<file path="src/hdl/fg_pkg.sv">
/* shared frame layout and sizing for the SPI function generator
   every SPI frame is 56 bits: opcode, 16-bit address, 32-bit data, MSB first */
package fg_pkg;

	// ----------------------------------------------------------------------
	// sizing
	// ----------------------------------------------------------------------

	// SCK rising edges in one complete frame
	parameter int FRAME_BITS = 56;

	// memory word address width, 1024 words or 4096 bytes
	parameter int WAVE_WORD_BITS_DEFAULT = 10;

	// ce0 registers: start, end, command, scratch
	parameter int REG_COUNT = 4;

	// ----------------------------------------------------------------------
	// frame types
	// ----------------------------------------------------------------------

	// other codes are not written but still return readback
	typedef enum logic [7:0] {
		op_write = 8'h01,
		op_read  = 8'h02
	} spi_opcode_t;

	// field order matches the order on the wire
	typedef struct packed {
		spi_opcode_t opcode;
		logic [15:0] address;
		logic [31:0] data;
	} spi_txn_t;

endpackage

</file>
<file path="src/hdl/control_registers.sv">
`timescale 1ns/10ps
/* ce0 register bank: 0 start byte address, 1 end byte address (exclusive),
   2 command (bit 0 restarts playback), 3 scratch. only the low address bits are decoded */
module control_registers (
	input  logic             word_clock,
	input  logic             reset3_word_clock,
	input  logic             wr_req,
	output logic             wr_ack,
	input  fg_pkg::spi_txn_t wr_txn,
	input  logic [15:0]      rd_addr,
	output logic [31:0]      rd_data,
	output logic [31:0]      start_byte_addr,
	output logic [31:0]      end_byte_addr,
	output logic             restart
);
	import fg_pkg::*;

	localparam int reg_bits = $clog2(REG_COUNT);

	logic [31:0] regs [REG_COUNT];
	logic write_en;
	logic [reg_bits-1:0] wr_index;

	// write lands on the same edge that raises ack
	assign write_en = wr_req && !wr_ack;
	assign wr_index = wr_txn.address[reg_bits-1:0];

	always_ff @(posedge word_clock) begin
		if (reset3_word_clock) begin
			wr_ack <= 1'b0;
			restart <= 1'b0;
			rd_data <= '0;
			for (int i = 0; i < REG_COUNT; i++) begin
				regs[i] <= '0;
			end
		end else begin
			wr_ack <= wr_req;
			restart <= write_en && (wr_index == reg_bits'(2)) && wr_txn.data[0];
			if (write_en) begin
				regs[wr_index] <= wr_txn.data;
			end
			rd_data <= regs[rd_addr[reg_bits-1:0]];
		end
	end

	assign start_byte_addr = regs[0];
	assign end_byte_addr = regs[1];

endmodule

</file>
<file path="config.mk">
export PLATFORM = sky130hd
export DESIGN_NAME = control_registers
export DESIGN_NICKNAME = d
export VERILOG_FILES = /design/src/hdl/fg_pkg.sv /design/src/hdl/control_registers.sv
export SDC_FILE = /design/constraint.sdc
export NUM_CORES = 1
export LEC_CHECK = 0
export ABC_AREA = 0
export BUFFER_PORTS_ARGS = -buffer_cell sky130_fd_sc_hd__buf_4
export CELL_PAD_IN_SITES_DETAIL_PLACEMENT = 2
export CELL_PAD_IN_SITES_GLOBAL_PLACEMENT = 2
export CORE_MARGIN = 10
export CORE_UTILIZATION = 32
export DETAILED_ROUTE_END_ITERATION = 10
export GPL_ROUTABILITY_DRIVEN = 0
export HOLD_SLACK_MARGIN = 0.05
export PLACE_DENSITY = 0.79
export SYNTH_ARGS = -nofsm -noshare
export SYNTH_HDL_FRONTEND = slang
export SYNTH_SLANG_ARGS = --single-unit
</file>
<file path="constraint.sdc">
create_clock -name word_clock -period 3 [get_ports word_clock]
set_input_delay 0.45 -clock word_clock [delete_from_list [all_inputs] [get_ports word_clock]]
set_output_delay 0.45 -clock word_clock [all_outputs]
set_load 0.03 [all_outputs]
</file>
; Word-level counts from Yosys, hierarchy flattened
; Memory sizes are Yosys's and may differ from the RTL's. A register that Yosys moved wholly into a read port is not among the register bits.
; Cells that the tools add are included.
[classes]
n_eq_ne = 1
muxes = 8
n_reduce_logical = 5
[op_table]
columns = operator, count
row1 = $mux 32, 1
row2 = $reduce_or 32->1, 1
row3 = $mux 1, 6
row4 = $logic_and 1x1->1, 3
row5 = $eq 2x2->1 const B, 1
row6 = $mux 2, 1
row7 = $logic_not 1->1, 1
[word_totals]
register_bits = 2
ramBits = 128
inputBits = 75
wordCells = 17
memories = 1
[mem_list]
columns = memory, depth, width, read_ports, rd_ports_with_merged_regs, wr, line_no
row1 = regs, 4, 32, 3, 1, 4, control_registers.sv:20  ; logic [31:0] regs [REG_COUNT];

; Longest topological paths before layout
[logic_depth]
depth_word = 7
depth_mapped = 5
mapped_depth_nobuf = 2

; Worst setup path before layout
; OpenSTA, ideal clock, no wires.
[synth_timing]
kind = flip-flop to flip-flop
from = register wr_ack
to = memory regs[0][0] (enable)
setup_ns = 0.428
arrival_ns = 2.745
required_time_ns = 2.572
slack_ns = -0.173
path_stages_with_launch = 4
path_buffers = 1
path_cell_list = dfxtp_1 or4b_4 clkbuf_1 o21bai_1
[synth_lines]
columns = item, line_no
row1 = from (decl), control_registers.sv:8  ; output logic wr_ack,
row2 = from (signal assigned), control_registers.sv:37  ; wr_ack <= wr_req;
row3 = to (decl), control_registers.sv:20

==> results.json <==
{
  "outcome": "finished, final reports clean",
  "max_slew.worst_pin.slew_ns": 0.896,
  "vias_post_dr": 4408,
  "max_cap_viol_count": 0,
  "clk-insertion-delay-late_ns": 0.42,
  "number_of_buffers_created_by_cts": 17,
  "num_antenna_cells": 0,
  "totalWireLength_um": 20200,
  "dr.max_layer_used": "met4",
  "cts_sinks": 162,
  "hold_depth": 2,
  "floorplan.initialDensity_pct": 32.5,
  "rsz0062_at_grt": "false",
  "dpl_worst_slack_ns": 0.645,
  "worst_setup_margin_ns": 0.910,
  "seq_area_frac_synth_pct": 68.8,
  "pin_count_of_the_biggest_net_entering_global_routing": 66,
  "top_level_ports": 173,
  "detailedRoute.firstIterationViolations": 165,
  "postSynthCellCount": 470,
  "reg2regPathDepth": 3,
  "area_delta_synth_final_pct": 28.7,
  "grt_overflow": 0,
  "die-area_um2": 26700,
  "cts_tree": "built",
  "setup.worst_path.class": "register to register",
  "fp.coreArea_um2": 20200,
  "fmax_mhz": 478,
  "worst_r2r_startpoint": "wr_ack",
  "cts.htree.levels": 4,
  "layout.cells.most_common_list": "148 x sky130_fd_sc_hd__buf_4, 128 x sky130_fd_sc_hd__edfxtp_1, 64 x sky130_fd_sc_hd__mux2i_1, 57 x sky130_fd_sc_hd__nor3_1, 40 x sky130_fd_sc_hd__nor3_2",
  "post_synthesis_cell_type_count": 19,
  "setup_viol": 0,
  "drt_pass1_iterations": 4,
  "timing.critical_path.required_ns": 3.07,
  "synth.yosys.warnings": 0,
  "mostFrequentLayoutCell": "sky130_fd_sc_hd__buf_4",
  "post-route-period-util_pct": 69.7,
  "relSlewSlack_pct": 40.3,
  "drive_gt1_share_pct": 37.4,
  "grt_antenna_before_repair": 0,
  "wl_per_cell_um": 22.9,
  "final_net_count": 675,
  "report.final.hold_viol_count": 0,
  "fraction_of_post_synthesis_cell_area_in_the_top_cell_type_by_area_pct": 58.5,
  "power.ir.vdd_worst_uv": 378,
  "ys_ff_latch": 162,
  "max-clock-path-buffers": 2,
  "start_kind": "register",
  "synth.net_count": 545,
  "io_buffers": 136,
  "clock-skew-final_ns": 0.00676,
  "met2_wirelength_um": 10700,
  "crit_fanout": 25,
  "end_kind": "register",
  "cellLeakagePower_nw": 3.47,
  "post_cts.resized_instances": 0,
  "synth_top_cells_by_area": "sky130_fd_sc_hd__edfxtp_1 58%, sky130_fd_sc_hd__dfxtp_1 10%, sky130_fd_sc_hd__mux2i_1 9.7%",
  "maxSlewViolCount": 0,
  "num_rows": 52,
  "synthesis.area_per_instance_um2": 14.0,
  "via_count_of_the_first_global_routing_pass": 5075,
  "powerDensity_nw_per_um2": 615,
  "grt_first_pass_wirelength_um": 30900,
  "hp-class": "primary input to register",
  "cp-startpoint": "wr_ack",
  "routed_via_density": 4.99,
  "hpwl_um": 13200,
  "final_period_minus_worst_setup_slack_ns": 2.09,
  "met3RoutedLength_um": 808,
  "holdWs_ns": 0.287,
  "clkSlewWorstSetupHoldPaths_ns": 0.06,
  "cts_root_buffer": "sky130_fd_sc_hd__clkbuf_16",
  "mappedNetlistArea_um2": 6580,
  "wl_met1_um": 8510,
  "holdCritStartpoint": "reset3_word_clock",
  "die_height_um": 163,
  "die_x_um": 163,
  "detail-route-antenna-nets": 0,
  "drc_errors": 0,
  "critPathArrivalTime_ns": 2.16,
  "holdBufCountCts": 0,
  "synth_top_area_cell": "sky130_fd_sc_hd__edfxtp_1",
  "cts_setup_buffers": 0,
  "grtUsageTotal_pct": 15.2
}
worst paths after layout:
| path | end | slack (ns) |
|---|---|---|
| max | regs[0][19] | 0.91 |
| max reg2reg | regs[0][19] | 0.91 |
| min | wr_ack | 0.29 |
| min reg2reg | rd_data[5] | 0.54 |
kinds of logic after synthesis:
| kind of cell | share of synthesized area [%] |
|---|---|
| buffers and inverters | 4.93 |
| AOI/OAI and AO/OA | 3.54 |
| muxes | 9.74 |
| and+or+nand+nor | 13.0 |
| DFF | 68.8 |
cell usage after synthesis:
cell	count
sky130_fd_sc_hd__edfxtp_1	128
sky130_fd_sc_hd__mux2i_1	64
sky130_fd_sc_hd__nor3_1	57
sky130_fd_sc_hd__nor3_2	40
sky130_fd_sc_hd__dfxtp_1	34
sky130_fd_sc_hd__inv_1	34
sky130_fd_sc_hd__nor2_1	32
sky130_fd_sc_hd__o22ai_1	32
sky130_fd_sc_hd__clkbuf_1	16
sky130_fd_sc_hd__buf_2	10
sky130_fd_sc_hd__buf_1	8
sky130_fd_sc_hd__buf_6	5
sky130_fd_sc_hd__o21bai_1	3
sky130_fd_sc_hd__nand2b_1	2
sky130_fd_sc_hd__a41o_1	1
sky130_fd_sc_hd__nor2b_1	1
sky130_fd_sc_hd__or2_2	1
sky130_fd_sc_hd__or3b_1	1
sky130_fd_sc_hd__or4b_4	1
state kept, by name (all words and copies together), names as in the netlist:
register	cells
restart	1
wr_ack	1
rd_data	32
regs	128
critical path, cell delays in order, from the launching register on:
cell and delay, ns:
sky130_fd_sc_hd__dfxtp_1 0.34, sky130_fd_sc_hd__or4b_4 0.78, sky130_fd_sc_hd__o21bai_4 0.21, sky130_fd_sc_hd__buf_4 0.40
metrics by stage:
step	instance area [um^2]	utilization (%)	instances	setup TNS (ns)	total power, mW
after global routing	8460	41.8	883	0	5.39
after global placement	7910	39.1	851	0	3.19
after detailed placement	7910	39.1	851	0	3.22
after floorplan	6580	-	470	-11.04	2.95
final	8460	41.8	883	0	5.21
after CTS	8460	41.8	883	0	5.27
final cells by class:
type	instances	area [um^2]
fillers	2005	11800
flip-flops and latches	162	4520
multi-input cells	235	1770
repair buffers	150	1150
clock buffers	18	439
well taps	270	338
inverters	34	128
clock inverters	14	115
where the power goes:
group / internal [mW] / leakage (nW) / switching, mW
registers: 2.53 / 1.65 / 0.0453
clock network: 1.16 / 0.257 / 0.897
logic: 0.191 / 1.56 / 0.389
layer usage:
| metal | track usage (%) | vias up |
|---|---|---|
| li1 | - | 1981 |
| met1 | 17.9 | 2287 |
| met2 | 27.1 | 121 |
| met3 | 3.93 | 19 |
| met4 | 3.73 | 0 |
| met5 | 0 | - |
Power figures use the tool's default switching activity.
