File: src/hdl/fg_pkg.sv
/* shared frame layout and sizing for the SPI function generator
   every SPI frame is 56 bits: opcode, 16-bit address, 32-bit data, MSB first */
package fg_pkg;

	// ----------------------------------------------------------------------
	// sizing
	// ----------------------------------------------------------------------

	// SCK rising edges in one complete frame
	parameter int FRAME_BITS = 56;

	// memory word address width, 1024 words or 4096 bytes
	parameter int WAVE_WORD_BITS_DEFAULT = 10;

	// ce0 registers: start, end, command, scratch
	parameter int REG_COUNT = 4;

	// ----------------------------------------------------------------------
	// frame types
	// ----------------------------------------------------------------------

	// other codes are not written but still return readback
	typedef enum logic [7:0] {
		op_write = 8'h01,
		op_read  = 8'h02
	} spi_opcode_t;

	// field order matches the order on the wire
	typedef struct packed {
		spi_opcode_t opcode;
		logic [15:0] address;
		logic [31:0] data;
	} spi_txn_t;

endpackage

File: src/hdl/spi_frame_receiver.sv
`timescale 1ns/10ps
/* SPI mode 0 peripheral, sck/mosi/ssel oversampled by word_clock through 2-flop synchronizers.
   each sck half period must last at least 4 word_clock cycles for the readback to arrive in time.
   write frames of the wrong length, or ending while a handshake is open, are dropped */
module spi_frame_receiver (
	input  logic             word_clock,
	input  logic             reset3_word_clock,
	input  logic             sck,
	input  logic             mosi,
	input  logic             ssel,
	output logic             miso,
	output logic             wr_req,
	input  logic             wr_ack,
	output fg_pkg::spi_txn_t wr_txn,
	output logic [15:0]      rd_addr,
	input  logic [31:0]      rd_data
);
	import fg_pkg::*;

	localparam int cnt_bits = $clog2(FRAME_BITS + 1);
	localparam logic [cnt_bits-1:0] frame_count = cnt_bits'(FRAME_BITS);
	// opcode plus address
	localparam logic [cnt_bits-1:0] header_count = cnt_bits'(FRAME_BITS - 32);

	typedef enum logic [1:0] {
		st_idle,
		st_req,
		st_wait_ack_low
	} hs_state_t;

	// [0] meta, [1] synchronized, [2] previous for edge detect
	logic [2:0] sck_pipe;
	logic [2:0] ssel_pipe;
	logic [1:0] mosi_pipe;
	logic sck_rise;
	logic sck_fall;
	logic ssel_low;
	logic ssel_rise;
	logic [cnt_bits-1:0] bit_count;
	logic [FRAME_BITS-1:0] frame_shift;
	logic [31:0] shift_out;
	logic frame_done;
	hs_state_t state;

	always_ff @(posedge word_clock) begin
		if (reset3_word_clock) begin
			sck_pipe <= 3'b000;
			ssel_pipe <= 3'b111;
			mosi_pipe <= 2'b00;
		end else begin
			sck_pipe <= {sck_pipe[1:0], sck};
			ssel_pipe <= {ssel_pipe[1:0], ssel};
			mosi_pipe <= {mosi_pipe[0], mosi};
		end
	end

	assign sck_rise = sck_pipe[1] & ~sck_pipe[2];
	assign sck_fall = ~sck_pipe[1] & sck_pipe[2];
	assign ssel_low = ~ssel_pipe[1];
	assign ssel_rise = ssel_pipe[1] & ~ssel_pipe[2];

	// ----------------------------------------------------------------------
	// bit counter, address capture and readback shifter
	// ----------------------------------------------------------------------
	always_ff @(posedge word_clock) begin
		if (reset3_word_clock) begin
			bit_count <= '0;
			rd_addr <= '0;
			shift_out <= '0;
		end else if (!ssel_low) begin
			bit_count <= '0;
		end else begin
			if (sck_rise) begin
				// saturate so overlong frames never alias to a full one
				if (bit_count != '1) begin
					bit_count <= bit_count + 1'b1;
				end
				// 24th edge, the last address bit is on mosi now
				if (bit_count == header_count - 1'b1) begin
					rd_addr <= {frame_shift[14:0], mosi_pipe[1]};
				end
			end
			if (sck_fall) begin
				if (bit_count == header_count) begin
					shift_out <= rd_data;
				end else if (bit_count > header_count) begin
					shift_out <= {shift_out[30:0], 1'b0};
				end
			end
		end
	end

	always_ff @(posedge word_clock) begin
		if (ssel_low && sck_rise) begin
			frame_shift <= {frame_shift[FRAME_BITS-2:0], mosi_pipe[1]};
		end
	end

	assign miso = shift_out[31];

	// ----------------------------------------------------------------------
	// four-phase write handshake
	// ----------------------------------------------------------------------
	assign frame_done = ssel_rise && (bit_count == frame_count)
		&& (frame_shift[FRAME_BITS-1 -: 8] == op_write);

	always_ff @(posedge word_clock) begin
		if (reset3_word_clock) begin
			state <= st_idle;
		end else begin
			case (state)
				st_idle: if (frame_done) state <= st_req;
				st_req: if (wr_ack) state <= st_wait_ack_low;
				st_wait_ack_low: if (!wr_ack) state <= st_idle;
				default: state <= st_idle;
			endcase
		end
	end

	// held while the request is open
	always_ff @(posedge word_clock) begin
		if (state == st_idle && frame_done) begin
			wr_txn <= frame_shift;
		end
	end

	assign wr_req = (state == st_req);

endmodule

File: config.mk
export PLATFORM = sky130hd
export DESIGN_NAME = spi_frame_receiver
export DESIGN_NICKNAME = d
export VERILOG_FILES = /design/src/hdl/fg_pkg.sv /design/src/hdl/spi_frame_receiver.sv
export SDC_FILE = /design/constraint.sdc
export NUM_CORES = 1
export LEC_CHECK = 0
export BUFFER_PORTS_ARGS = -buffer_cell sky130_fd_sc_hd__buf_4
export CORE_ASPECT_RATIO = 2
export CORE_MARGIN = 4
export CORE_UTILIZATION = 29
export CTS_CLUSTER_DIAMETER = 30
export DETAILED_ROUTE_END_ITERATION = 6
export PLACE_DENSITY = 0.52
export REMOVE_ABC_BUFFERS = 1
export SETUP_SLACK_MARGIN = 0.4
export SLEW_MARGIN = 20
export SYNTH_ARGS = -nofsm -noshare
export SYNTH_HDL_FRONTEND = slang
export SYNTH_SLANG_ARGS = --single-unit
export TNS_END_PERCENT = 5
File: constraint.sdc
create_clock -name word_clock -period 3.7 [get_ports word_clock]
set_clock_uncertainty 0.15 [all_clocks]
set_input_delay 0.925 -clock word_clock [delete_from_list [all_inputs] [get_ports word_clock]]
set_output_delay 0.925 -clock word_clock [all_outputs]
set_load 0.01 [all_outputs]
Yosys cells after proc, flatten, opt, wreduce, memory -nomap -nowiden. Index checks and enable logic that the tools add are counted.

Flip-flop bits (word level): 176. Input port bits: 38. Output and inout bits: 74. Logic and storage cells: 47.

Add/sub/neg operators: 1. Magnitude comparators: 1. Equal/unequal tests: 10. Mux-type cells: 6. Bitwise operators: 7. Reductions and logical operators: 11.

Operators by type and width (count): 2-to-1 mux 32 bit (2); == test 6 x 5 -> 1 bit (second input constant) (2); AND reduction 3 bit (3); == test 8 x 1 -> 1 bit (second input constant) (1); adder 6 x 1 -> 6 bit (second input constant) (1); == test 6 bit (second input constant) (1); greater-than comparator 6 x 5 -> 1 bit (second input constant) (1); 2-to-1 mux 2 bit (3); inequality test 6 bit (second input constant) (1); one-hot mux 2 bit (3 select lines) (1); logical AND 1 bit (4); inequality test 2 bit (second input constant) (2); NOT 1 bit (4); bitwise AND 1 bit (3); == test 2 x 1 -> 1 bit (second input constant) (1); == test 2 bit (second input constant) (1); logical NOT 2 bit (1); inequality test 2 x 1 -> 1 bit (second input constant) (1); AND reduction 2 bit (1); nonzero test 2 bit (1); OR reduction 2 bit (1).

Longest topological paths before layout.
Depth after elaboration: 6. Gate-level depth with buffers: 7. Depth with buffers taken out: 5.

Worst setup path before layout. OpenSTA, ideal clock, no wires.

Path kind: register to register. Start: register bit_count[0]. End: register wr_txn[0] in the netlist's numbering, enable pin. Library setup time: 0.470 ns. Arrival time: 3.534 ns. Data required time: 3.080 ns. Setup slack: -0.454 ns. Cell stages (with the launch flop): 8. Path buffers: 2. Path through: dfxtp_1 > inv_1 > ha_1 > and4b_2 > buf_2 > buf_2 > nand4_1 > nor2_1.

Longest elaborated chain between the ends: 4.

RTL lines: start, declared (line spi_frame_receiver.sv:39) `logic [cnt_bits-1:0] bit_count;`; start signal, assigned (line spi_frame_receiver.sv:76) `bit_count <= bit_count + 1'b1;`; == test 6 bit (line spi_frame_receiver.sv:104) `assign frame_done = ssel_rise && (bit_count == frame_count)`; logical AND 1 bit (line spi_frame_receiver.sv:104); logical AND 1 bit (line spi_frame_receiver.sv:105) `&& (frame_shift[FRAME_BITS-1 -: 8] == op_write);`; logical AND 1 bit (line spi_frame_receiver.sv:122) `if (state == st_idle && frame_done) begin`; end signal, assigned (line spi_frame_receiver.sv:123) `wr_txn <= frame_shift;`; end, declared (line spi_frame_receiver.sv:14) `output fg_pkg::spi_txn_t wr_txn,`.

No other way between the ends. A chain may end at the register's enable or synchronous reset.

Worst setup path after layout.
Start: register bit_count[0]. End: register wr_txn[2] in the netlist's numbering, enable pin.

Same word-level chain as after synthesis.

==> impl_metrics.ini <==
[synthesis]
synth_top_cell_area_share_pct = 52.8
synth_commonest_cells = edfxtp_1 (112), dfxtp_1 (64), a21oi_1 (34)
synth.most_common_cell = edfxtp_1
synth_ff_type = edfxtp_1
async_flop_share_pct = 0
seq_area_frac_synth_pct = 72.9
synthTopCellsByArea = edfxtp_1 (53%), dfxtp_1 (20%), a311oi_1 (4.3%)
synth_area_per_cell_um2 = 14.4
synth_top_area_cell = edfxtp_1
syn_area_um2 = 6370
ys_warn_count = 0
ys_types = 39
synth-edff-count = 112
synth_seq_cells = 176
synthCells = 442

[route]
viasPerCell = 4.70
wl_met2_mm = 7.28
wl_met3_um = 747
drtIter0Drc = 172
num_vias = 3919
wl_per_cell_um = 16.3
drc = 0
drt-pass1-iter-count = 4
wirelength_mm = 13.6
drtAntennaViolNets = 0
drt-met1-wl_mm = 5.33
top_layer_used = met4

[sta]
hold_violations = 0
fmax_mhz = 438
rsz0062_at_grt = no
min_period_ns = 2.28
relSlewSlack_pct = 31.4
drv_slew = 0
tightest_slew_ns = 1.03
setup_viol = 0
period_share_pct = 61.7

[die]
die_x_um = 113
rows = 76
die_h_um = 218
io_pins = 112
start_util_pct = 29.5
core_um2 = 21600
fp.dieArea_um2 = 24500

[pwr]
seq_power_share_pct = 52.2
switching_power_mw = 0.801
comb_power_share_pct = 1.5
powerDensity_nw_per_um2 = 492
p_sw_share_pct = 20.1
finalPower_mw = 3.98
clock_power_share_pct = 46.3
ir_drop_uv = 340
p_int_mw = 3.18
p_leak_nw = 2.64

[cts]
clk_pin_slew_ns = 0.07
cts_tree = yes
clock_path_buffers = 2
htree_num_levels = 4
cts_setup_buffers = 0
hold_buffers = 0
clock_sinks = 176
numCtsBuffers = 17
cts_resized = 0
ctsRootBufferMaster = clkbuf_16
clkLatencyLatePin_ns = 0.42

[cells_and_area]
fin_nets = 588
drive_gt1_share_pct = 31.6
synthToLayoutAreaGrowth_pct = 27.0
multi_input_area_um2 = 1570
antenna_cells = 0
final-seq-area_um2 = 4640
fin_util_pct = 37.5
fillers = 2079

[setup_path]
worst-endpoint-arrival_ns = 2.18
critPathLaunchType = register
required_ns = 3.60
slowest_delay_ns = 0.58
path_delay_family = buffers and inverters
path_buf_inv = 2
cp_slowest_cell = buf_4
critPathMaxFanout = 56
path_cells = inv_1 > ha_1 > and4b_2 > nand4_1 > nor2_4 > buf_4
end_kind = register
critPathKind = register to register
rrSetupSlack_ns = 1.42

[run_status]
outcome = completed

[min_path]
hold_path.class = register to register

[grt]
grt_max_degree = 75
grt_util_all_layers_pct = 11.3
grt-ovfl-total = 0
antenna_found_initial = 0
grt_first_pass_wirelength_mm = 21.6
grt_pass1_vias = 4024

[place]
dp_hpwl_mm = 8.93
gp_congestion = 0.714
io_buffers = 111

[run]
maxCapViolCount = 0
## placed cells by master (no fill, tap or decap), drive strengths merged, types with 4 or more instances in the layout
master / n
nand3: 32
nor3: 4
a311oi: 31
o21ai: 31
or2b: 16
mux2i: 18
dfxtp: 64
clkinvlp: 4
inv: 8
nand2b: 19
nor2b: 7
a21oi: 34
nand2: 5
edfxtp: 112
buf: 121
clkbuf: 18
## registers in the layout, indices dropped and copies added (netlist names)
| register | cells |
|---|---|
| bit_count | 6 |
| frame_shift | 56 |
| mosi_pipe | 2 |
| rd_addr | 16 |
| sck_pipe | 3 |
| shift_out | 32 |
| ssel_pipe | 3 |
| state | 2 |
| wr_txn | 56 |
## metrics by stage
stage	hold WS [ns]	instances	cell area (um2)	TNS [ns]	worst slack, ns
4_1_cts	0.264	834	8090	0	1.38
2_1_floorplan	0.239	408	6210	-29.87	-0.533
3_3_place_gp	0.248	802	7480	0	1.44
5_1_grt	0.288	834	8090	0	1.25
6_report	0.262	834	8090	0	1.42
3_5_place_dp	0.247	802	7480	0	1.40
## power by group through the flow
stage | combinational, mW | clock (mW) | sequential (mW)
global route | 0.0646 | 1.99 | 2.08
finish | 0.0593 | 1.84 | 2.08
detailed placement | 0.0601 | 0 | 2.12
floorplan | 0.0143 | 0 | 2.12
CTS | 0.0600 | 1.90 | 2.08
global placement | 0.0592 | 0 | 2.12
## logic make-up after synthesis
logic type / count (synthesis) / synth area share (%)
adder cells (fa/ha/maj): 2 / 0.393
XOR/XNOR: 1 / 0.137
multiplexers: 18 / 2.83
buffers and inverters: 38 / 2.73
AO/OA/AOI/OAI: 105 / 10.5
AND/OR/NAND/NOR: 102 / 10.5
flip-flops: 176 / 72.9
## final timing paths
| path | startpoint | to | cells past startpoint |
|---|---|---|---|
| max | bit_count[0]$_SDFFE_PP0P_ | wr_txn[2]$_DFFE_PP_ | 6 |
| min | ssel_pipe[0]$_SDFF_PP1_ | ssel_pipe[1]$_SDFF_PP1_ | 1 |
| max reg2reg | bit_count[0]$_SDFFE_PP0P_ | wr_txn[2]$_DFFE_PP_ | 6 |
| min reg2reg | ssel_pipe[0]$_SDFF_PP1_ | ssel_pipe[1]$_SDFF_PP1_ | 1 |
## per-layer routing
metal	vias to the layer above	track usage [%]
li1	1887	-
met1	1921	12.4
met2	97	19.8
met3	14	3.50
met5	-	0
met4	0	4.89
## layout make-up
type	instances	area share (%)
clock buffers	18	5.30
clock inverters	14	2.20
inverters	4	0.186
multi-input cells	228	19.5
flip-flops and latches	176	57.4
well taps	273	4.22
repair buffers	121	11.2
Note: power is estimated with default switching activity, not from simulation.
