--- src/hdl/playback_sequencer.sv ---
`timescale 1ns/10ps
/* cyclic byte address from start to end-1, start and end re-read from the registers at each wrap.
   end <= start holds the address at start with no sync. sync_out lines up with the memory's
   registered sample, so a one-byte loop would raise it every cycle */
module playback_sequencer #(
	parameter int wave_word_bits = 10
) (
	input  logic                      word_clock,
	input  logic                      reset3_word_clock,
	input  logic [31:0]               start_byte_addr,
	input  logic [31:0]               end_byte_addr,
	input  logic                      restart,
	output logic [wave_word_bits+1:0] play_byte_addr,
	output logic                      sync_out
);

	localparam int aw = wave_word_bits + 2;

	// one extra bit so an end at the top of memory still compares
	logic [aw:0] last_q;
	logic run_q;
	logic new_run;
	logic wrap;
	logic sync_raw;

	assign new_run = end_byte_addr > start_byte_addr;
	assign wrap = restart || !run_q || ({1'b0, play_byte_addr} == last_q);

	// ----------------------------------------------------------------------
	// address counter
	// ----------------------------------------------------------------------
	always_ff @(posedge word_clock) begin
		if (reset3_word_clock) begin
			play_byte_addr <= '0;
			last_q <= '0;
			run_q <= 1'b0;
			sync_raw <= 1'b0;
		end else if (wrap) begin
			// idle loops here too, re-reading until end > start
			play_byte_addr <= start_byte_addr[aw-1:0];
			last_q <= end_byte_addr[aw:0] - 1'b1;
			run_q <= new_run;
			sync_raw <= new_run;
		end else begin
			play_byte_addr <= play_byte_addr + 1'b1;
			sync_raw <= 1'b0;
		end
	end

	// ----------------------------------------------------------------------
	// sync marker, one cycle behind for the memory read register
	// ----------------------------------------------------------------------
	always_ff @(posedge word_clock) begin
		if (reset3_word_clock) begin
			sync_out <= 1'b0;
		end else begin
			sync_out <= sync_raw;
		end
	end

endmodule

--- config.mk ---
export PLATFORM = sky130hd
export DESIGN_NAME = playback_sequencer
export DESIGN_NICKNAME = d
export VERILOG_FILES = /design/src/hdl/playback_sequencer.sv
export SDC_FILE = /design/constraint.sdc
export NUM_CORES = 1
export LEC_CHECK = 0
export ABC_AREA = 1
export BUFFER_PORTS_ARGS = -buffer_cell sky130_fd_sc_hd__buf_4
export CORE_UTILIZATION = 45
export DETAILED_ROUTE_END_ITERATION = 10
export PLACE_DENSITY = 0.79
export RECOVER_POWER = 100
export SYNTH_ARGS = -nofsm -noshare
export SYNTH_HDL_FRONTEND = slang
export SYNTH_SLANG_ARGS = --single-unit
--- constraint.sdc ---
create_clock -name word_clock -period 2.9 [get_ports word_clock]
set_input_delay 0.435 -clock word_clock [delete_from_list [all_inputs] [get_ports word_clock]]
set_output_delay 0.435 -clock word_clock [all_outputs]
set_load 0.02 [all_outputs]
==> After elaboration in Yosys (flattened, before gate mapping) <==
Index checks and enable logic that the tools add are counted.
{ "word_totals": {"reg_bits": 28, "wordCells": 15} }
{ "classes": {"n_addsub": 2, "order_cmp": 1, "eq_ne": 1, "muxes": 1, "bitwise": 1, "n_reduce_logical": 4} }
{ "ops": {"columns": ["op", "n"], "rows": [
  ["$gt 32x32->1", 1],
  ["$eq 12x13->1", 1],
  ["$sub 13x1->13 const B", 1],
  ["$add 12x1->12 const B", 1],
  ["$mux 12", 1],
  ["$logic_or 1x1->1", 2],
  ["$reduce_or 2->1", 1],
  ["$logic_not 1->1", 1],
  ["$not 1->1", 1]
]} }

==> Depth between registers and ports, before layout <==
Gate-level depths: netlist of run 1.
{ "logic_depth": {"depth_word": 5, "depth_mapped": 15} }

==> Worst setup path before layout of run 1 <==
OpenSTA, ideal clock, no wires.
{ "synth_timing": {"kind": "register -> register", "from": "register play_byte_addr[0]", "to": "register play_byte_addr[8]", "setup_ps": 112, "arrival_time_ps": 1404, "path_slack_ps": 1384, "stages_incl_launch_ff": 8, "path_buffers": 0, "cell_sequence": "dfxtp_1 > ha_1 > nand3_1 > nor3_2 > nand3_1 > xnor2_1 > nand2_1 > nand2_1"} }
{ "synth_between": {"elab_chain_cells": 3} }
{ "synth_lines": {"columns": ["element", "line", "source"], "rows": [
  ["start, declared", "13", "output logic [wave_word_bits+1:0] play_byte_addr,"],
  ["start signal, assigned", "40", "play_byte_addr <= start_byte_addr[aw-1:0];"],
  ["start signal, assigned", "45", "play_byte_addr <= play_byte_addr + 1'b1;"],
  ["branches (longest 2 deep; another with $add 12x1->12)", null, null],
  ["$mux 12 *", "38", "end else if (wrap) begin"]
]} }
Mark *: on every way between the ends.
A chain may end at the register's enable or synchronous reset.

==> Worst setup path after layout of run 1 <==
{ "layout_timing": {"from": "register play_byte_addr[5]", "to": "register last_q[4]"} }
{ "layout_between": {"elab_chain_cells": 2} }
{ "layout_lines": {"columns": ["element", "line", "source"], "rows": [
  ["$eq 12x13->1", "27", "assign wrap = restart || !run_q || ({1'b0, play_byte_addr} == last_q);"],
  ["$logic_or 1x1->1", "27", null],
  ["end signal, assigned", "41", "last_q <= end_byte_addr[aw:0] - 1'b1;"],
  ["end, declared", "20", "logic [aw:0] last_q;"]
]} }
Every way passes these cells.

==> results of run 1 <==
-- cells by family after synthesis --
group	after synthesis	synth area share, %
xor+xnor	23	8.26
simple gates	172	30.3
flops	28	23.0
fa+ha+maj	34	17.4
buf+inv	71	12.3
compound gates	39	8.72
-- stage by stage --
| stage | hold slack [ns] | cell area (um^2) |
|---|---|---|
| 2_1_floorplan | 0.388 | 2440 |
| 3_3_place_gp | 0.419 | 3060 |
| 3_5_place_dp | 0.409 | 3060 |
| 4_1_cts | 0.340 | 3120 |
| 5_1_grt | 0.334 | 3050 |
| 6_report | 0.345 | 3050 |
-- report_power, final --
part | internal, mW | switching [mW]
Clock | 0.122 | 0.115
Sequential | 0.416 | 0.0275
Combinational | 0.157 | 0.175
-- state kept, by name, summed over array words and instances, names as in the netlist --
signal / cells
last_q: 13
play_byte_addr: 12
run_q: 1
sync_out: 1
sync_raw: 1
-- area by class of cell --
class | count | area (um^2) | area share [%]
Sequential cell | 28 | 561 | 18.4
Timing Repair Buffer | 79 | 544 | 17.8
Clock buffer | 4 | 55.1 | 1.80
Tap cell | 70 | 87.6 | 2.87
Inverter | 65 | 244 | 7.99
Multi-Input combinational cell | 268 | 1560 | 51.1
-- worst max-delay path, stage by stage, from the launching register on --
cell and delay (ns):
dfxtp_1 0.39, inv_1 0.13, nand2_1 0.10, o21ai_1 0.07, nor2_1 0.08, nand2_1 0.10
nor2_2 0.09, nand2_1 0.09, nand2_1 0.65, nand3_1 0.23, o21ai_0 0.13
-- metal layers --
metal  part of all wire (%)  GRT usage (%)  vias up
met2                     49           38.1       63
met5                      0              0        -
met4                    1.5           6.17        0
li1                       -              -     1306
met3                    5.2           2.78        6
met1                     44           25.0     1032
-- layout by cell type (no fill, tap or decap), types with 2 or more instances in the layout --
master / instances
nand2_1: 92
buf_4: 65
inv_1: 61
nor2_1: 35
ha_1: 34
nand3_1: 29
dfxtp_1: 28
o21ai_0: 17
xor2_1: 16
a21oi_1: 15
clkbuf_1: 13
xnor2_1: 7
nor3_1: 4
clkbuf_8: 4
o21ai_1: 3
nor2_2: 3
inv_2: 3
nand4_1: 3
a21o_1: 2
o21a_1: 2
-- worst min-delay path by stage --
stage	endpoint	startpoint	slack, ns	cells past startpoint
final	sync_out	reset3_word_clock	0.34	2
after CTS	sync_out	reset3_word_clock	0.34	2
after detailed placement	sync_out	sync_raw	0.41	2
after global routing	sync_out	reset3_word_clock	0.33	2
after global placement	sync_out	sync_raw	0.42	2
after floorplan	sync_out	sync_raw	0.39	2
==> flow_summary.toml, run 1 <==
[synth]
synth-seq-cells = 28
seq_area_frac_synth_pct = 23.0
synth_area_leader_cell = "dfxtp_1"
yosys.cell_count.top_type = "nand2_1"
synthTopCellsByArea = "dfxtp_1 23%, ha_1 17%, nand2_1 14%"
async_flop_share_pct = 0
synth_cells = 367
synth_cell_types = 31
synth_area_per_cell_um2 = 6.64
synth_edf_count = 0
yosys-top-cells-count = "90 x nand2_1, 60 x inv_1, 35 x nor2_1, 34 x ha_1, 29 x nand3_1"
yosysTopAreaCellShare_pct = 23.0
yosysWarnings = 0
ys.flop_type = "dfxtp_1"
synthesis.nets = 468
syn_area_um2 = 2440

[critical_path]
r2r_start = "play_byte_addr[5]"
r2r_cells = 10
rrSetupSlack_ns = 0.77
crit_type = "reg2reg"
crit_end = "last_q[4]"
startpoint = "play_byte_addr[5]"
r2r-end = "last_q[4]"
arrival_ns = 2.33
critical_path_peak_fanout = 31
crit_path_start_kind = "flop"
crit_required_ns = 3.10
worstSetupEndpointType = "flop"

[route]
drt_pass1_iterations = 4
drcViolationCount = 0
wirelength_mm = 5.41
wl_per_cell_um = 10.5
viasPerCell = 4.68
vias = 2407
drt_iter0_drc = 111
detail-route-antenna-nets = 0

[pwr]
p_leak_nw = 1.68
total_power_mw = 1.01
cellPowerDensity_nw_per_um2 = 332
peakVddDrop_v = 0.000234

[status]
status = "finished, final reports clean"

[global_route]
overflow = 0
grt_usage_pct = 20.7
antenna_found_initial = 0
grt_pass1_vias = 2167
grt_max_degree = 32
grt_pass1_wl_mm = 9.11

[run]
cap_violations = 0

[floorplan]
die_area_um2 = 5720
io_pins = 80
start_util_pct = 47.1
dieWidth_um = 75.6
die_h_um = 75.6
fp.coreArea_um2 = 5170
rows = 26

[cts]
cts_buffer_depth = 2
cts_sinks = 28
numCtsBuffers = 3
cts_setup_buffers = 0
cts_tree = "yes"
insertion_delay_ns = 0.27
cts_hold_buf = 0
cts.reportedPaths.clkPinSlew_ns = 0.09
h-tree-depth = 1
root_buffer = "clkbuf_8"
cts_resized = 0

[placement]
dp.cells = 510
portBuffers = 79
gp_congestion = 0.902
dp_hpwl_mm = 4.64
dpl_worst_slack_ns = 0.935

[sta]
period_needed_ns = 2.13
hold_viol = 0
setup_viol = 0
max_slew.worst_pin.slew_ns = 0.860
period_share_pct = 73.3
rsz0062_at_grt = "no"
slew_headroom_pct = 42.6
fmax_ghz = 0.470
final.setup.tns_ns = 0
drv_slew = 0
layout_setup_ws_ns = 0.774
fin_skew_ns = 0.00173

[min_path]
hold_class = "in2reg"

[layout]
areaGrowthSynthToFinish_pct = 25.2
n_fill_cell = 486
post-route-util_pct = 59.0
fin_nets = 546
fin_cells = 514
diodes = 0
drive_above_1_share_pct = 17.6
Power figures use the tool's default switching activity.
==> run 2: changes to the inputs <==
- clock period: 2.9 -> 2.1 ns (I/O delays scaled with it)
==> run 2 against run 1 <==
Compared with the run above:
- critical path depth stayed put
- clock power is 21% higher
- cell area about the same
- critical endpoint unchanged
- clock-buffer cell count is 1 lower
- global-route usage rose by 0.10 points
- non-clock buffer count increased by 1
- sequential power is 38% higher
- power rose by 34%
==> flow_summary.toml, run 2 (synthesized netlist as in run 1, its figures left out) <==
[placement]
dp.cells = 511
dpl_worst_slack_ns = 0.447
dp_hpwl_mm = 4.80
gp_congestion = 0.914
portBuffers = 79

[sta]
fmax_ghz = 0.580
final.setup.tns_ns = 0
rsz0062_at_grt = "no"
fin_skew_ns = 0.00174
slew_headroom_pct = 65.3
period_needed_ns = 1.72
hold_viol = 0
period_share_pct = 82.0
layout_setup_ws_ns = 0.377
drv_slew = 0
setup_viol = 0
max_slew.worst_pin.slew_ns = 0.519

[critical_path]
crit_type = "reg2reg"
arrival_ns = 1.92
r2r_cells = 10
crit_required_ns = 2.30
worstSetupEndpointType = "flop"
critical_path_peak_fanout = 31
crit_path_start_kind = "flop"

[layout]
largest_reg_flops = 13
fin_cells = 514
final_cell_mix = "90 x nand2_1, 67 x buf_4, 60 x inv_1"
n_fill_cell = 500
diodes = 0
top_register = "last_q"
final_common_cell = "nand2_1"
fin_nets = 547
drive_above_1_share_pct = 18.2
top_regs = "last_q: 13 flops, play_byte_addr: 12 flops"
areaGrowthSynthToFinish_pct = 25.1

[floorplan]
rows = 26
die_area_um2 = 5720
dieWidth_um = 75.6
start_util_pct = 47.1
fp.coreArea_um2 = 5170
die_h_um = 75.6
io_pins = 80

[pwr]
power_frac_comb_pct = 33.9
switchingPower_mw = 0.441
clock_power_share_pct = 21.0
sw_frac_of_total_pct = 32.4
total_power_mw = 1.36
p_leak_nw = 1.68
seqPwrFrac_pct = 45.1
peakVddDrop_v = 0.000214
intPower_mw = 0.921
cellPowerDensity_nw_per_um2 = 446

[min_path]
hold_class = "in2reg"
hold_depth = 2

[cts]
root_buffer = "clkbuf_8"
cts_resized = 0
cts.reportedPaths.clkPinSlew_ns = 0.09
cts_tree = "yes"
cts_setup_buffers = 0
insertion_delay_ns = 0.27
cts_sinks = 28
cts_hold_buf = 0
h-tree-depth = 1
numCtsBuffers = 3
cts_buffer_depth = 2

[route]
vias = 2439
drt_iter0_drc = 150
drcViolationCount = 0
wirelength_mm = 5.58
drt_pass1_iterations = 4
detail-route-antenna-nets = 0
wl_per_cell_um = 10.9
viasPerCell = 4.75

[run]
cap_violations = 0

[global_route]
grt_pass1_vias = 2229
overflow = 0
grt_usage_pct = 20.8
grt_max_degree = 32
grt_pass1_wl_mm = 9.14
antenna_found_initial = 0

[status]
status = "finished, final reports clean"
## run 2: metrics by stage
step / instance area, um^2 / utilization (%) / hold slack [ns]
2_1_floorplan: 2440 / - / 0.386
3_3_place_gp: 3070 / 59.4 / 0.392
3_5_place_dp: 3070 / 59.4 / 0.395
4_1_cts: 3110 / 60.2 / 0.216
5_1_grt: 3050 / 59.0 / 0.216
6_report: 3050 / 59.0 / 0.221
## run 2: final timing paths
path | startpoint | endpoint | slack [ns]
setup / recovery | play_byte_addr[7] | last_q[4] | 0.38
hold / removal | reset3_word_clock | sync_out | 0.22
setup reg to reg | play_byte_addr[7] | last_q[4] | 0.38
hold reg to reg | sync_raw | sync_out | 0.41
## run 2: power by group through the flow
stage / logic [mW] / registers [mW] / clock network [mW]
2_1_floorplan: 0.277 / 0.642 / 0
3_3_place_gp: 0.473 / 0.625 / 0
6_report: 0.461 / 0.614 / 0.286
3_5_place_dp: 0.483 / 0.627 / 0
4_1_cts: 0.486 / 0.615 / 0.292
5_1_grt: 0.530 / 0.619 / 0.309
## run 2: area by class of cell
cell class | count | area (um^2) | share of cell area [%]
sequential | 28 | 561 | 18.4
tap | 70 | 87.6 | 2.87
inverter | 65 | 244 | 8.00
clock buffer | 3 | 41.3 | 1.35
timing repair buffer | 80 | 552 | 18.1
multi-input combinational | 268 | 1570 | 51.3
## run 2: metal layers
| layer | GRT usage (%) | part of all wire (%) |
|---|---|---|
| met2 | 38.7 | 49 |
| met5 | 0 | 0 |
| met1 | 24.7 | 44 |
| met4 | 6.79 | 1.7 |
| met3 | 2.51 | 4.9 |
## run 2: critical path: stages (launching register included)
cell	delay (ns)
dfxtp_1	0.45
inv_2	0.04
nand2_1	0.05
o21ai_1	0.05
nor2_1	0.11
nand2_1	0.07
nor2_2	0.09
nand2_2	0.08
nand2_2	0.40
nand3_1	0.20
o21ai_0	0.11
==> run 3: changes to the inputs <==
- PLACE_DENSITY: 0.79 -> 0.82
- clock period: 2.1 -> 1.4 ns (I/O delays scaled with it)
==> run 3 against run 2 <==
Compared with the run above:
- the run now ends with setup timing left
- clock skew is 0.0011 ns higher
- maximum frequency grew 16%
- worst setup slack got worse by 0.46 ns
- power grew 74%
- non-clock buffer count grew 37
- clock power grew 82%
- sequential cell count unchanged
- cell area is 19% higher
- register-to-register slack worse by 0.46 ns
==> flow_summary.toml, run 3 (synthesized netlist as in run 1, its figures left out) <==
[placement]
dp_hpwl_mm = 5.14
dpl_cell_area_um2 = 3330
portBuffers = 79
gp_congestion = 0.830

[floorplan]
fp.coreArea_um2 = 5170
io_pins = 80
dieWidth_um = 75.6
start_util_pct = 47.1
die_area_um2 = 5720
rows = 26
die_h_um = 75.6

[global_route]
grt_max_degree = 24
grt_pass1_wl_mm = 10.0
grt_pass1_vias = 2473
grt_usage_pct = 22.7
overflow = 0
antenna_found_initial = 0

[pwr]
cellPowerDensity_nw_per_um2 = 651
peakVddDrop_v = 0.000405
intPower_mw = 1.59
p_leak_nw = 1.98
sw_frac_of_total_pct = 33.0
clock_power_share_pct = 22.0
power_frac_comb_pct = 38.8
switchingPower_mw = 0.779
total_power_mw = 2.36
seqPwrFrac_pct = 39.2

[sta]
drv_slew = 0
max_slew.worst_pin.slew_ns = 0.319
slew_headroom_pct = 78.7
period_needed_ns = 1.48
hold_viol = 0
period_share_pct = 106
layout_setup_ws_ns = -0.0841
fin_skew_ns = 0.00281
rsz0062_at_grt = "yes"
setup_viol = 19
fmax_ghz = 0.674
final.setup.tns_ns = -0.624
timing.hold.ws_ns = 0.102

[cts]
insertion_delay_ns = 0.28
cts_hold_buf = 0
root_buffer = "clkbuf_8"
cts_buffer_depth = 2
h-tree-depth = 1
cts_sinks = 28
numCtsBuffers = 3
cts_tree = "yes"
cts.reportedPaths.clkPinSlew_ns = 0.10

[run]
cap_violations = 0

[layout]
diodes = 0
final_cell_mix = "111 x buf_4, 84 x nand2_1, 58 x inv_1"
drive_above_1_share_pct = 35.5
largest_reg_flops = 13
areaGrowthSynthToFinish_pct = 49.0
fin_nets = 584
top_regs = "last_q: 13 flops, play_byte_addr: 12 flops"
top_register = "last_q"
final_common_cell = "buf_4"
post-route-util_pct = 70.2
stdcell_area_um2 = 3630

[min_path]
hold_class = "in2reg"
hold_depth = 2
hold_path_startpoint = "reset3_word_clock"
worstHoldEndpoint = "sync_out"

[route]
viasPerCell = 4.91
drt_pass1_iterations = 4
vias = 2712
drcViolationCount = 0
wl_per_cell_um = 12.2
wirelength_mm = 6.72
detail-route-antenna-nets = 0
drt_iter0_drc = 112

[critical_path]
slowest_delay_ns = 0.35
critPathSlowestCell = "dfxtp_1"
crit_chain = "xor2_2 -> nor2_1 -> nand2_1 -> nor2_2 -> nand2_2 -> nand2_4 -> clkbuf_16 -> nand3_2 -> o21ai_1"
worstSetupEndpointType = "flop"
r2r_cells = 9
r2r-end = "play_byte_addr[10]"
rrSetupSlack_ns = -0.08
r2r_start = "last_q[0]"
arrival_ns = 1.69
crit_required_ns = 1.61
crit_type = "reg2reg"
crit_path_start_kind = "flop"
critical_path_peak_fanout = 6

[status]
status = "complete, but fails checks"
violations = "setup timing"
run 3: changes by cell type in the layout (fill, tap and decap cells not counted), sizes merged:
cell / previous run / this run
clkbuf: 16 / 7
buf: 67 / 114
run 3: how the worst max path moves through the flow:
stage,start,endpoint,slack (ns),depth (start not counted)
floorplan,play_byte_addr[9],last_q[12],0.01,10
global placement,end_byte_addr[31],run_q,-0.05,9
detailed placement,end_byte_addr[31],run_q,-0.07,9
CTS,play_byte_addr[0],play_byte_addr[8],0.0004,7
global route,last_q[0],play_byte_addr[10],-0.17,9
finish,last_q[0],play_byte_addr[10],-0.08,9
run 3: critical path, delay by kind of cell, from the launching register on:
kind / cells / cell delay, ns
AO/OA/AOI/OAI: 1 / 0.12
XOR/XNOR: 1 / 0.19
AND/OR/NAND/NOR: 6 / 0.57
flip-flops: 1 / 0.35
buffers and inverters: 1 / 0.17
run 3: metal layers:
layer,part of all wire [%],vias to the layer above,GRT usage (%),routed length [um]
met2,52,85,43.5,3480
met3,4.1,19,2.25,275
met5,0,-,0,0
li1,-,1382,-,-
met4,2.8,0,6.79,191
met1,41,1226,26.4,2770
run 3: layout make-up:
cell class	count	area [um^2]
fill	406	1540
tap	70	87.6
sequential	28	578
multi-input combinational	268	1740
inverter	65	246
timing repair buffer	117	930
clock buffer	4	55.1
run 3: power groups by stage:
stage	combinational (mW)	clock, mW	sequential (mW)
2_1_floorplan	0.416	0	0.965
3_3_place_gp	0.793	0	0.928
3_5_place_dp	0.821	0	0.932
4_1_cts	0.842	0.505	0.917
5_1_grt	1.02	0.552	0.934
6_report	0.917	0.521	0.926
run 3: what timing repair did:
action,CTS,global route
hold endpoints to repair,0,0
cloned,0,2
setup endpoints to repair,12,27
resized for setup,12,34
buffers inserted,1,2
pin swaps,5,6
run 3: per-stage QoR:
step                worst slack, ns  std cells
finish                      -0.0841        552
global placement            -0.0466        543
global route                 -0.171        552
detailed placement          -0.0714        543
CTS                        0.000353        548
floorplan                    0.0105        367
